### config.mk
export PLATFORM = sky130hd
export DESIGN_NAME = decodeStage
export DESIGN_NICKNAME = d
export VERILOG_FILES = /design/src/verilog/decodePkg.sv /design/src/verilog/isaPkg.sv /design/src/verilog/decodeIf.sv /design/src/verilog/decodeStage.sv /design/src/verilog/decodeOutReg.sv /design/src/verilog/decodeRegister.sv /design/src/verilog/decodeMemAccess.sv /design/src/verilog/decodeLoad.sv
export SDC_FILE = /design/constraint.sdc
export NUM_CORES = 1
export LEC_CHECK = 0
export ABC_AREA = 1
export BUFFER_PORTS_ARGS = -buffer_cell sky130_fd_sc_hd__buf_2
export CAP_MARGIN = 15
export CELL_PAD_IN_SITES_DETAIL_PLACEMENT = 0
export CELL_PAD_IN_SITES_GLOBAL_PLACEMENT = 1
export CORE_UTILIZATION = 30
export DETAILED_ROUTE_END_ITERATION = 10
export HOLD_SLACK_MARGIN = 0.05
export MAX_ROUTING_LAYER = met4
export PLACE_DENSITY = 0.78
export REMOVE_ABC_BUFFERS = 1
export SLEW_MARGIN = 20
export SYNTH_ARGS = -nofsm -noshare
export SYNTH_HDL_FRONTEND = slang
export SYNTH_HIERARCHICAL = 1
export SYNTH_SLANG_ARGS = --single-unit
### constraint.sdc
create_clock -name clk -period 1.4 [get_ports clk]
set_input_delay 0.14 -clock clk [delete_from_list [all_inputs] [get_ports clk]]
set_output_delay 0.14 -clock clk [all_outputs]
set_load 0.02 [all_outputs]
### src/verilog/decodePkg.sv
// Decoded-field definitions
// Access-size codes and widths shared by the decoders and the output register

package decodePkg;

	// ====================
	// Access size
	// ====================

	// Width of the size code handed to the memory pipe
	localparam int SIZE_W = 2;

	// Byte, wyde (16), tetra (32) and octa (64) accesses
	localparam logic [SIZE_W-1:0] SZ_BYTE  = 2'd0;
	localparam logic [SIZE_W-1:0] SZ_WYDE  = 2'd1;
	localparam logic [SIZE_W-1:0] SZ_TETRA = 2'd2;
	localparam logic [SIZE_W-1:0] SZ_OCTA  = 2'd3;

	// ====================
	// Registers
	// ====================

	// Register numbers as the later stages see them
	localparam int REG_W = 6;

	// Register zero reads as zero, a write to it is dropped
	localparam logic [REG_W-1:0] ZERO_REG = 6'd0;

endpackage

### src/verilog/isaPkg.sv
// Instruction encoding for the memory-class decode stage
// Holds the opcode and function codes and the two views of one instruction word

package isaPkg;

	// ====================
	// Field widths
	// ====================

	// Whole instruction word
	localparam int INSTR_W = 32;
	// Displacement carried by the immediate format
	localparam int IMM_W = 13;
	// Major opcode, always in the low bits of the word
	localparam int OPC_W = 7;
	// Function code of the indexed load/store format
	localparam int FN_W = 7;
	// Register fields as they sit in the encoding
	localparam int FLD_W = 6;

	// ====================
	// Major opcodes
	// ====================

	// Loads with a displacement, signed and unsigned pairs
	localparam logic [OPC_W-1:0] OP_LDB  = 7'h40;
	localparam logic [OPC_W-1:0] OP_LDBU = 7'h41;
	localparam logic [OPC_W-1:0] OP_LDW  = 7'h42;
	localparam logic [OPC_W-1:0] OP_LDWU = 7'h43;
	localparam logic [OPC_W-1:0] OP_LDT  = 7'h44;
	localparam logic [OPC_W-1:0] OP_LDTU = 7'h45;
	localparam logic [OPC_W-1:0] OP_LDO  = 7'h46;
	// Indexed loads, the access is picked by the func field
	localparam logic [OPC_W-1:0] OP_LDX  = 7'h4F;
	// Stores with a displacement
	localparam logic [OPC_W-1:0] OP_STB  = 7'h50;
	localparam logic [OPC_W-1:0] OP_STW  = 7'h51;
	localparam logic [OPC_W-1:0] OP_STT  = 7'h52;
	localparam logic [OPC_W-1:0] OP_STO  = 7'h53;
	// Indexed stores
	localparam logic [OPC_W-1:0] OP_STX  = 7'h5F;
	// The only ALU forms this stage knows about
	localparam logic [OPC_W-1:0] OP_ADDI = 7'h04;
	localparam logic [OPC_W-1:0] OP_ORI  = 7'h09;

	// ====================
	// Indexed function codes
	// ====================

	// Valid only under OP_LDX
	localparam logic [FN_W-1:0] FN_LDBX  = 7'h00;
	localparam logic [FN_W-1:0] FN_LDBUX = 7'h01;
	localparam logic [FN_W-1:0] FN_LDWX  = 7'h02;
	localparam logic [FN_W-1:0] FN_LDWUX = 7'h03;
	localparam logic [FN_W-1:0] FN_LDTX  = 7'h04;
	localparam logic [FN_W-1:0] FN_LDTUX = 7'h05;
	localparam logic [FN_W-1:0] FN_LDOX  = 7'h06;
	// Address load, computes ra + rb into rt without touching memory
	localparam logic [FN_W-1:0] FN_LDAX  = 7'h0A;
	// Valid only under OP_STX
	localparam logic [FN_W-1:0] FN_STBX  = 7'h10;
	localparam logic [FN_W-1:0] FN_STWX  = 7'h11;
	localparam logic [FN_W-1:0] FN_STTX  = 7'h12;
	localparam logic [FN_W-1:0] FN_STOX  = 7'h13;

	// ====================
	// Instruction views
	// ====================

	// Immediate format, first member lands in the top bits
	typedef struct packed {
		logic [IMM_W-1:0] imm;
		logic [FLD_W-1:0] ra;
		logic [FLD_W-1:0] rt;
		logic [OPC_W-1:0] opcode;
	} anyInst_t;

	// Indexed load/store format, rb and func replace the displacement
	typedef struct packed {
		logic [FN_W-1:0] func;
		logic [FLD_W-1:0] rb;
		logic [FLD_W-1:0] ra;
		logic [FLD_W-1:0] rt;
		logic [OPC_W-1:0] opcode;
	} lsnInst_t;

	typedef union packed {
		anyInst_t any;
		lsnInst_t lsn;
	} instruction_t;

endpackage
### src/verilog/decodeIf.sv
// Decode result bundle
// Collects the combinational outputs of the three decoders and hands them
// to the pipeline register in one piece

`timescale 1ns/10ps

interface decodeIf;
	import decodePkg::*;

	// Flags from the load classifier and the access decoder
	logic load;
	logic store;
	logic ldax;
	logic [SIZE_W-1:0] memSize;
	logic signedLd;
	logic indexed;
	logic illegal;

	// Register-side results
	logic [REG_W-1:0] rb;
	logic writesRt;

	// Load classifier owns only the load flag
	modport loadSrc (output load);

	// Access decoder owns the rest of the memory flags
	modport accessSrc (output store, ldax, memSize, signedLd, indexed, illegal);

	// Register decoder needs the access class to pick rb and gate the write
	modport regSrc (input store, indexed, illegal, output rb, writesRt);

	// Output register sees everything
	modport sink (input load, store, ldax, memSize, signedLd, indexed, illegal, rb, writesRt);

endinterface

### src/verilog/decodeStage.sv
// Memory-class decode stage
// Three combinational decoders feed one pipeline register, results
// appear one cycle after the instruction is accepted

`timescale 1ns/10ps

module decodeStage (
	input logic clk,
	input logic arstN,
	input logic inValid,
	input logic flush,
	input logic [isaPkg::INSTR_W-1:0] instr,
	output logic outValid,
	output logic outLoad,
	output logic outStore,
	output logic [decodePkg::SIZE_W-1:0] outSize,
	output logic outSigned,
	output logic outIndexed,
	output logic outIllegal,
	output logic [decodePkg::REG_W-1:0] outRa,
	output logic [decodePkg::REG_W-1:0] outRb,
	output logic [decodePkg::REG_W-1:0] outRt,
	output logic outWritesRt,
	output logic [isaPkg::IMM_W-1:0] outImm
);

	// Instruction word seen through both encoding views
	isaPkg::instruction_t instrWord;

	assign instrWord = instr;

	// Combinational decode results
	decodeIf dec ();

	// ====================
	// Decoders
	// ====================

	decodeLoad uLoad (
		.instr(instrWord),
		.dec(dec.loadSrc)
	);

	decodeMemAccess uMemAccess (
		.instr(instrWord),
		.dec(dec.accessSrc)
	);

	decodeRegister uRegister (
		.instr(instrWord),
		.dec(dec.regSrc)
	);

	// Single pipeline register
	decodeOutReg uOutReg (
		.clk(clk),
		.arstN(arstN),
		.inValid(inValid),
		.flush(flush),
		.instr(instrWord),
		.dec(dec.sink),
		.outValid(outValid),
		.outLoad(outLoad),
		.outStore(outStore),
		.outSize(outSize),
		.outSigned(outSigned),
		.outIndexed(outIndexed),
		.outIllegal(outIllegal),
		.outWritesRt(outWritesRt),
		.outRa(outRa),
		.outRb(outRb),
		.outRt(outRt),
		.outImm(outImm)
	);

endmodule

### src/verilog/decodeOutReg.sv
// Decode output register
// Captures the decoded bundle on valid, one cycle of latency, and drops
// the valid bit on flush

`timescale 1ns/10ps

module decodeOutReg (
	input logic clk,
	input logic arstN,
	input logic inValid,
	input logic flush,
	input isaPkg::instruction_t instr,
	decodeIf.sink dec,
	output logic outValid,
	output logic outLoad,
	output logic outStore,
	output logic [decodePkg::SIZE_W-1:0] outSize,
	output logic outSigned,
	output logic outIndexed,
	output logic outIllegal,
	output logic outWritesRt,
	output logic [decodePkg::REG_W-1:0] outRa,
	output logic [decodePkg::REG_W-1:0] outRb,
	output logic [decodePkg::REG_W-1:0] outRt,
	output logic [isaPkg::IMM_W-1:0] outImm
);

	// ====================
	// Control state
	// ====================

	// Valid follows inValid every cycle, so a gap or a flush empties the slot
	always_ff @(posedge clk or negedge arstN)
	begin
		if (!arstN)
			outValid <= 1'b0;
		else
			outValid <= inValid & ~flush;
	end

	// Flags hold their last value while no instruction arrives
	always_ff @(posedge clk or negedge arstN)
	begin
		if (!arstN)
		begin
			outLoad <= 1'b0;
			outStore <= 1'b0;
			outSize <= '0;
			outSigned <= 1'b0;
			outIndexed <= 1'b0;
			outIllegal <= 1'b0;
			outWritesRt <= 1'b0;
		end
		else if (inValid)
		begin
			outLoad <= dec.load;
			outStore <= dec.store;
			outSize <= dec.memSize;
			outSigned <= dec.signedLd;
			outIndexed <= dec.indexed;
			outIllegal <= dec.illegal;
			outWritesRt <= dec.writesRt;
		end
	end

	// ====================
	// Payload
	// ====================

	// Raw fields straight from the word, rb already filtered by the decoder
	always_ff @(posedge clk)
	begin
		if (inValid)
		begin
			outRa <= instr.any.ra;
			outRb <= dec.rb;
			outRt <= instr.any.rt;
			outImm <= instr.any.imm;
		end
	end

	// ====================
	// Checks
	// ====================

	// Load and store come from different decoders and must agree
	assert property (@(posedge clk) disable iff (!arstN)
		outValid |-> !(outLoad && outStore))
		else $error("decodeOutReg: load and store both set");

	// An illegal word reaching the outputs carries no memory or write flag
	assert property (@(posedge clk) disable iff (!arstN)
		outIllegal |-> !(outLoad || outStore || outIndexed || outSigned || outWritesRt))
		else $error("decodeOutReg: illegal instruction with flags set");

	// Address loads are indexed but the classifier must not see a memory read
	assert property (@(posedge clk) disable iff (!arstN)
		(inValid && dec.ldax) |-> (!dec.load && dec.indexed))
		else $error("decodeOutReg: ldax decoded as memory load");

endmodule

### src/verilog/decodeRegister.sv
// Register decoder
// Picks the second source from the indexed form and decides whether the
// target register gets written

`timescale 1ns/10ps

module decodeRegister (
	input isaPkg::instruction_t instr,
	decodeIf.regSrc dec
);
	import decodePkg::*;

	// Target field widened to the decoded register width
	logic [REG_W-1:0] rt;

	assign rt = instr.any.rt;

	// ====================
	// Second source
	// ====================

	// Only the indexed view carries rb, in the immediate view those bits
	// are part of the displacement
	assign dec.rb = dec.indexed ? REG_W'(instr.lsn.rb) : ZERO_REG;

	// ====================
	// Target write
	// ====================

	// Stores use rt as data source, illegal words write nothing, and
	// register zero is never written
	assign dec.writesRt = ~dec.store & ~dec.illegal & (rt != ZERO_REG);

	// The rb pick trusts the access decoder to clear indexed on an
	// illegal word, otherwise displacement bits would leak out as rb
	always_comb
	begin
		assert final (!(dec.illegal && dec.indexed))
			else $error("decodeRegister: illegal word marked as indexed");
	end

endmodule

### src/verilog/decodeMemAccess.sv
// Memory access decoder
// Works out store, size, sign, indexing and address-load flags for each
// encoding and marks every encoding it does not know as illegal

`timescale 1ns/10ps

module decodeMemAccess (
	input isaPkg::instruction_t instr,
	decodeIf.accessSrc dec
);
	import isaPkg::*;
	import decodePkg::*;

	// Raw decode before the illegal case wipes the flags
	logic store;
	logic ldax;
	logic [SIZE_W-1:0] size;
	logic sgn;
	logic indexed;
	logic illegal;

	// ====================
	// Encoding table
	// ====================

	always_comb
	begin
		store = 1'b0;
		ldax = 1'b0;
		size = SZ_BYTE;
		sgn = 1'b0;
		indexed = 1'b0;
		illegal = 1'b0;
		case (instr.any.opcode)
		OP_LDB:  begin size = SZ_BYTE;  sgn = 1'b1; end
		OP_LDBU: size = SZ_BYTE;
		OP_LDW:  begin size = SZ_WYDE;  sgn = 1'b1; end
		OP_LDWU: size = SZ_WYDE;
		OP_LDT:  begin size = SZ_TETRA; sgn = 1'b1; end
		OP_LDTU: size = SZ_TETRA;
		// No unsigned octa, a full-width load counts as signed
		OP_LDO:  begin size = SZ_OCTA;  sgn = 1'b1; end
		OP_LDX:
			begin
				indexed = 1'b1;
				case (instr.lsn.func)
				FN_LDBX:  begin size = SZ_BYTE;  sgn = 1'b1; end
				FN_LDBUX: size = SZ_BYTE;
				FN_LDWX:  begin size = SZ_WYDE;  sgn = 1'b1; end
				FN_LDWUX: size = SZ_WYDE;
				FN_LDTX:  begin size = SZ_TETRA; sgn = 1'b1; end
				FN_LDTUX: size = SZ_TETRA;
				FN_LDOX:  begin size = SZ_OCTA;  sgn = 1'b1; end
				// Address load keeps size zero and is still indexed
				FN_LDAX:  ldax = 1'b1;
				default:  illegal = 1'b1;
				endcase
			end
		// Stores never sign extend
		OP_STB: begin store = 1'b1; size = SZ_BYTE;  end
		OP_STW: begin store = 1'b1; size = SZ_WYDE;  end
		OP_STT: begin store = 1'b1; size = SZ_TETRA; end
		OP_STO: begin store = 1'b1; size = SZ_OCTA;  end
		OP_STX:
			begin
				indexed = 1'b1;
				store = 1'b1;
				case (instr.lsn.func)
				FN_STBX: size = SZ_BYTE;
				FN_STWX: size = SZ_WYDE;
				FN_STTX: size = SZ_TETRA;
				FN_STOX: size = SZ_OCTA;
				default: illegal = 1'b1;
				endcase
			end
		// ALU immediates pass through with no memory flags
		OP_ADDI, OP_ORI: ;
		default: illegal = 1'b1;
		endcase
	end

	// ====================
	// Outputs
	// ====================

	// An illegal encoding must not start any memory activity downstream
	assign dec.store = store & ~illegal;
	assign dec.ldax = ldax & ~illegal;
	assign dec.memSize = illegal ? SZ_BYTE : size;
	assign dec.signedLd = sgn & ~illegal;
	assign dec.indexed = indexed & ~illegal;
	assign dec.illegal = illegal;

endmodule

### src/verilog/decodeLoad.sv
// Load classifier
// Says whether an instruction moves memory data into a register

`timescale 1ns/10ps

module decodeLoad (
	input isaPkg::instruction_t instr,
	decodeIf.loadSrc dec
);
	import isaPkg::*;

	always_comb
	begin
		case (instr.any.opcode)
		OP_LDB, OP_LDBU, OP_LDW, OP_LDWU, OP_LDT, OP_LDTU, OP_LDO:
			dec.load = 1'b1;
		// The indexed opcode reads memory only for the real load funcs
		OP_LDX:
			case (instr.lsn.func)
			FN_LDBX, FN_LDBUX, FN_LDWX, FN_LDWUX, FN_LDTX, FN_LDTUX, FN_LDOX:
				dec.load = 1'b1;
			// FN_LDAX only forms an address, anything else is illegal
			default:
				dec.load = 1'b0;
			endcase
		default:
			dec.load = 1'b0;
		endcase
	end

endmodule

==> flow_summary_export.csv, run 1 <==
group,metric,value,unit
global_routing,antenna_found_initial,0,
route,met1_length,1680,µm
floorplanning,floorplan.initialDensity,32.0,%
clocking,cts_root_buf,"clkbuf_8",
clocking,cts_htree_levels,2,
timing,maxSlewHeadroom,77.5,%
setup_path,required_time_worst_endpoint,1.58,ns
global_routing,largest_net_degree_at_the_start_of_global_routing,29,
floorplanning,die_area,0.00633,mm²
floorplanning,die_height,79.6,µm
placement,placement.cell_area,0.00248,mm²
clocking,clock_transition_at_the_registers_of_the_reported_paths,0.07,ns
global_routing,grt_first_pass_wirelength,6540,µm
placement,gp_congestion,0.852,
run,maxCapViolCount,0,
floorplanning,pin_count,76,
route,routed_length_on_met2,1980,µm
timing,timing_hold_violations_final,0,
placement,post-dp-hpwl,3010,µm
timing,max_clock_freq,823,MHz
route,route.met3.wl,262,µm
power,power.leakage,0.00143,µW
power,power.density_cell_area,981,mW/mm²
route,drt-pass1-iter-count,4,
global_routing,grt_use_total,13.8,%
floorplanning,fp-row-count,27,
power,power.total,2730,µW
setup_path,path_max_fanout,6,
placement,place.detailed.instances,360,
clocking,numCtsBuffers,5,
timing,worst_clock_skew_on_the_final_layout,0,ns
setup_path,end_kind,"flop",
final_layout,antenna_cells_inserted,0,
route,drt-wirelength-per-cell,10.3,µm
timing,tightestPinTransition,0.334,ns
setup_path,critPathLaunchType,"primary input",
route,drt.antenna.violating_nets,0,
timing,setup_viol,0,
synthesis,syn-instance-count,186,
route,avgViaCountPerCell,4.19,
timing,fin_hold_ws,0.0638,ns
final_layout,post-route-cell-area,0.00278,mm²
setup_path,cp.arrival,1.40,ns
outcome,result_of_the_run,"completed",
route,remaining_drc_errors,0,
clocking,max-clock-path-buffers,2,
timing,slew_viol_final,0,
setup_path,path_class,"primary input to flop",
route,detail_route.iter0.violations,57,
synthesis,synthesis_warnings,6,
placement,port_buffers,75,
route,dr_total_vias,1622,
timing,final_critical_path_required_period,1.22,ns
global_routing,global_route.overflow_total,0,
worst_hold_path,type_of_the_tightest_min_delay_check,"primary input to flop",
floorplanning,fp.dieW,79.6,µm
synthesis,post_synth.cell_area_avg,9.70,µm²
setup_path,worst-r2r-setup-slack,0.80,ns
placement,dpl_worst_slack,-0.142,ns
floorplanning,placeableCoreArea,0.00564,mm²
synthesis,syn_area,0.00180,mm²
timing,fin_crit_sh,86.8,%
power,ir_drop,0.418,mV
timing,rsz0062_at_grt,"false",
final_layout,non_filler_instance_count_after_layout,387,
timing,postLayoutSetupSlackWorst,0.184,ns
route,drt_wl_total,3970,µm
clocking,clock_insertion_delay_worst_skew,0.28,ns
final_layout,layout-drive-gt1-share,40.0,%
final_layout,syn_to_final_growth,54.3,%
clocking,clock-sinks,40,
route,dr.max_layer_used,"met4",
clocking,tritoncts,"done",
global_routing,grt_pass1_vias,1544,
final_layout,layout.nets,350,
[final timing paths]
check                                   start                   to  depth (start not counted)
min                                 instr[19]    uOutReg/outImm[0]                          1
max                                  instr[3]  uOutReg/outWritesRt                         13
max reg2reg                uOutReg/outSize[0]   uOutReg/outSize[0]                          2
min in group asynchronous               arstN     uOutReg/outValid                          2
max in group asynchronous               arstN   uOutReg/outIllegal                          2
min reg2reg                uOutReg/outSize[1]   uOutReg/outSize[1]                          2
[area by class of cell]
| type | count | area, µm² |
|---|---|---|
| clock inverter | 2 | 35.0 |
| fill | 519 | 2860 |
| tap | 72 | 90.1 |
| inverter | 30 | 113 |
| sequential | 40 | 1160 |
| timing repair buffer | 122 | 788 |
| clock buffer | 6 | 72.6 |
| multi-input combinational | 115 | 529 |
[sequential cells by signal (all words and copies together) (netlist names)]
name / cells
uOutReg/outIllegal: 1
uOutReg/outImm: 13
uOutReg/outIndexed: 1
uOutReg/outLoad: 1
uOutReg/outRa: 6
uOutReg/outRb: 6
uOutReg/outRt: 6
uOutReg/outSigned: 1
uOutReg/outSize: 2
uOutReg/outStore: 1
uOutReg/outValid: 1
uOutReg/outWritesRt: 1
[placed cells by master, fill, tap and decap left out, types with 5 or more instances in the layout]
master         instances
nand2_2                5
dlygate4sd3_1         19
dfrtp_1                9
nand3_1                9
nand2_1               55
buf_4                 27
buf_2                 75
inv_1                 28
clkbuf_8               5
nor2_2                 5
nor2_1                23
edfxtp_1              31
[critical path: stages]
cell	delay (ns)
buf_2	0.13
nor2_1	0.22
nand2_1	0.09
a21oi_1	0.13
a21oi_1	0.11
nand2_2	0.08
nand2_2	0.07
nor2_1	0.18
nor2_2	0.05
nand2_1	0.06
inv_1	0.03
nand2_1	0.05
nand2_1	0.05
[report_power, final]
group          switching, µW  leakage [µW]  internal [µW]
registers               18.5      0.000422           1370
clock network            357     0.0000552            528
logic                    266      0.000954            194
[per-stage QoR]
stage / TNS (ns) / util, %
after detailed placement: -0.893 / 44.0
final: 0 / 49.3
after global placement: -0.628 / 44.0
after global routing: 0 / 49.3
after floorplan: 0 / -
after CTS: 0 / 49.1
[metal layers]
metal	track usage (%)	vias up
met5	-	-
met4	4.36	0
met3	2.86	6
met2	24.7	58
met1	15.3	708
li1	-	850
[timing repair]
action                                 4_1_cts  5_1_grt
endpoints found under the hold margin       26        1
setup endpoints to repair                    0        2
hold buffers                                18        1
resized for setup                            0        1
setup buffers                                0        0
(Power assumes the default switching activity.)
==> run 2, diff against run 1 <==
MAX_ROUTING_LAYER = not set   (was met4)
==> flow_summary_export.csv, run 2 (synthesis results as in run 1) <==
group,metric,value,unit
floorplanning,pin_count,76,
outcome,result_of_the_run,"completed",
worst_hold_path,whs_path_depth,1,
final_layout,layout_common_cells,"buf_2 (75), nand2_1 (55), edfxtp_1 (31), inv_1 (28), buf_4 (27)",
timing,tightestPinTransition,0.334,ns
clocking,clock-sinks,40,
final_layout,layout.nets,350,
power,power.total,2730,µW
final_layout,fillCellCount,519,
timing,final_critical_path_required_period,1.21,ns
route,drt-wirelength-per-cell,10.3,µm
power,sw_frac_of_total,23.5,%
placement,gp_congestion,0.839,
floorplanning,placeableCoreArea,0.00564,mm²
timing,postLayoutSetupSlackWorst,0.187,ns
clocking,cts_root_buf,"clkbuf_8",
setup_path,end_kind,"flop",
route,remaining_drc_errors,0,
power,internal-power,2090,µW
power,clkPwrFrac,32.4,%
setup_path,cp.arrival,1.39,ns
floorplanning,fp.dieW,79.6,µm
setup_path,path_max_fanout,6,
global_routing,grt_use_total,13.5,%
clocking,numCtsBuffers,5,
timing,timing_hold_violations_final,0,
setup_path,required_time_worst_endpoint,1.58,ns
global_routing,global_route.overflow_total,0,
route,drt.antenna.violating_nets,0,
timing,fin_crit_sh,86.6,%
worst_hold_path,type_of_the_tightest_min_delay_check,"primary input to flop",
placement,dpl_worst_slack,-0.142,ns
global_routing,grt_pass1_vias,1542,
final_layout,mostFrequentLayoutCell,"buf_2",
route,drt-pass1-iter-count,4,
timing,max_clock_freq,824,MHz
setup_path,critical-path-top-cell-by-count,"nand2_1",
final_layout,layout-drive-gt1-share,40.0,%
setup_path,library_cell_contributing_the_largest_single_delay_on_the_critical_path,"nor2_1",
final_layout,post-route-cell-area,0.00278,mm²
timing,fin_hold_ws,0.0635,ns
global_routing,largest_net_degree_at_the_start_of_global_routing,29,
run,maxCapViolCount,0,
power,power.density_cell_area,980,mW/mm²
power,share_comb_of_total_power,16.9,%
power,p_switching,641,µW
final_layout,largest_reg_flops,13,
floorplanning,fp-row-count,27,
clocking,max-clock-path-buffers,2,
global_routing,antenna_found_initial,0,
timing,maxSlewHeadroom,77.5,%
final_layout,antenna_cells_inserted,0,
timing,setup_tns,0,ns
timing,setup_viol,0,
timing,worst_clock_skew_on_the_final_layout,0,ns
power,sequential_share_of_power,50.7,%
timing,rsz0062_at_grt,"false",
clocking,cts_setup_buffers,0,
setup_path,critPathLaunchType,"primary input",
clocking,cts_htree_levels,2,
setup_path,path_class,"primary input to flop",
floorplanning,floorplan.initialDensity,32.0,%
global_routing,grt_first_pass_wirelength,6540,µm
placement,placement.cell_area,0.00248,mm²
setup_path,critical-path-max-stage-delay,0.22,ns
route,dr_total_vias,1622,
clocking,tritoncts,"done",
route,detail_route.iter0.violations,45,
power,ir_drop,0.418,mV
setup_path,crit_path_cell_trace,"buf_2 > nor2_1 > nand2_1 > a21oi_1 > a21oi_1 > nand2_2 > nand2_2 > nor2_1 > nor2_2 > nand2_1 > inv_1 > nand2_1 > nand2_1",
route,avgViaCountPerCell,4.19,
floorplanning,die_height,79.6,µm
final_layout,syn_to_final_growth,54.3,%
placement,port_buffers,75,
final_layout,top_register,"uOutReg/outImm",
clocking,clock_transition_at_the_registers_of_the_reported_paths,0.07,ns
setup_path,rr_worst_depth,2,
placement,post-dp-hpwl,3010,µm
timing,slew_viol_final,0,
route,drt_wl_total,3980,µm
floorplanning,die_area,0.00633,mm²
power,power.leakage,0.00143,µW
clocking,clock_insertion_delay_worst_skew,0.28,ns
==> run 2: final cells by class <==
| class | count | area, µm² | share of cell area, % |
|---|---|---|---|
| Sequential cell | 40 | 1160 | 41.5 |
| Timing Repair Buffer | 122 | 788 | 28.3 |
| Multi-Input combinational cell | 115 | 529 | 19.0 |
| Inverter | 30 | 113 | 4.04 |
| Tap cell | 72 | 90.1 | 3.24 |
| Clock buffer | 6 | 72.6 | 2.61 |
| Clock inverter | 2 | 35.0 | 1.26 |
==> run 2: power groups by stage <==
stage	clock, µW	combinational (µW)	sequential [µW]
detailed placement	0	421	1410
floorplan	0	76.3	1520
global placement	0	418	1410
CTS	913	460	1380
global route	955	507	1390
finish	884	461	1380
==> run 2: worst paths after layout <==
check,from,end,slack (ns)
max,instr[3],uOutReg/outWritesRt,0.19
max in group asynchronous,arstN,uOutReg/outIllegal,0.99
max reg2reg,uOutReg/outSize[0],uOutReg/outSize[0],0.80
min,instr[19],uOutReg/outImm[0],0.06
min in group asynchronous,arstN,uOutReg/outValid,0.23
min reg2reg,uOutReg/outSize[1],uOutReg/outSize[1],0.47
==> run 2: critical path, delay by kind of cell <==
family | cells | cell delay, ns
compound gates | 2 | 0.24
buf+inv | 2 | 0.16
simple gates | 9 | 0.85
==> run 2: metrics by stage <==
step,utilization (%),std cells
5_1_grt,49.3,387
3_3_place_gp,44.0,360
6_report,49.3,387
4_1_cts,49.1,386
3_5_place_dp,44.0,360
2_1_floorplan,-,185
==> run 2: timing repair <==
item	4_1_cts	5_1_grt
setup endpoints to repair	0	2
hold buffers	18	1
endpoints found under the hold margin	26	1
resized for setup	0	1
==> run 2: per-layer routing <==
metal	up-vias	GRT usage, %	wire, µm
met5	-	0	0
met4	0	4.36	38
met3	4	2.86	258
met2	59	24.7	1970
met1	710	15.3	1710
li1	849	-	-
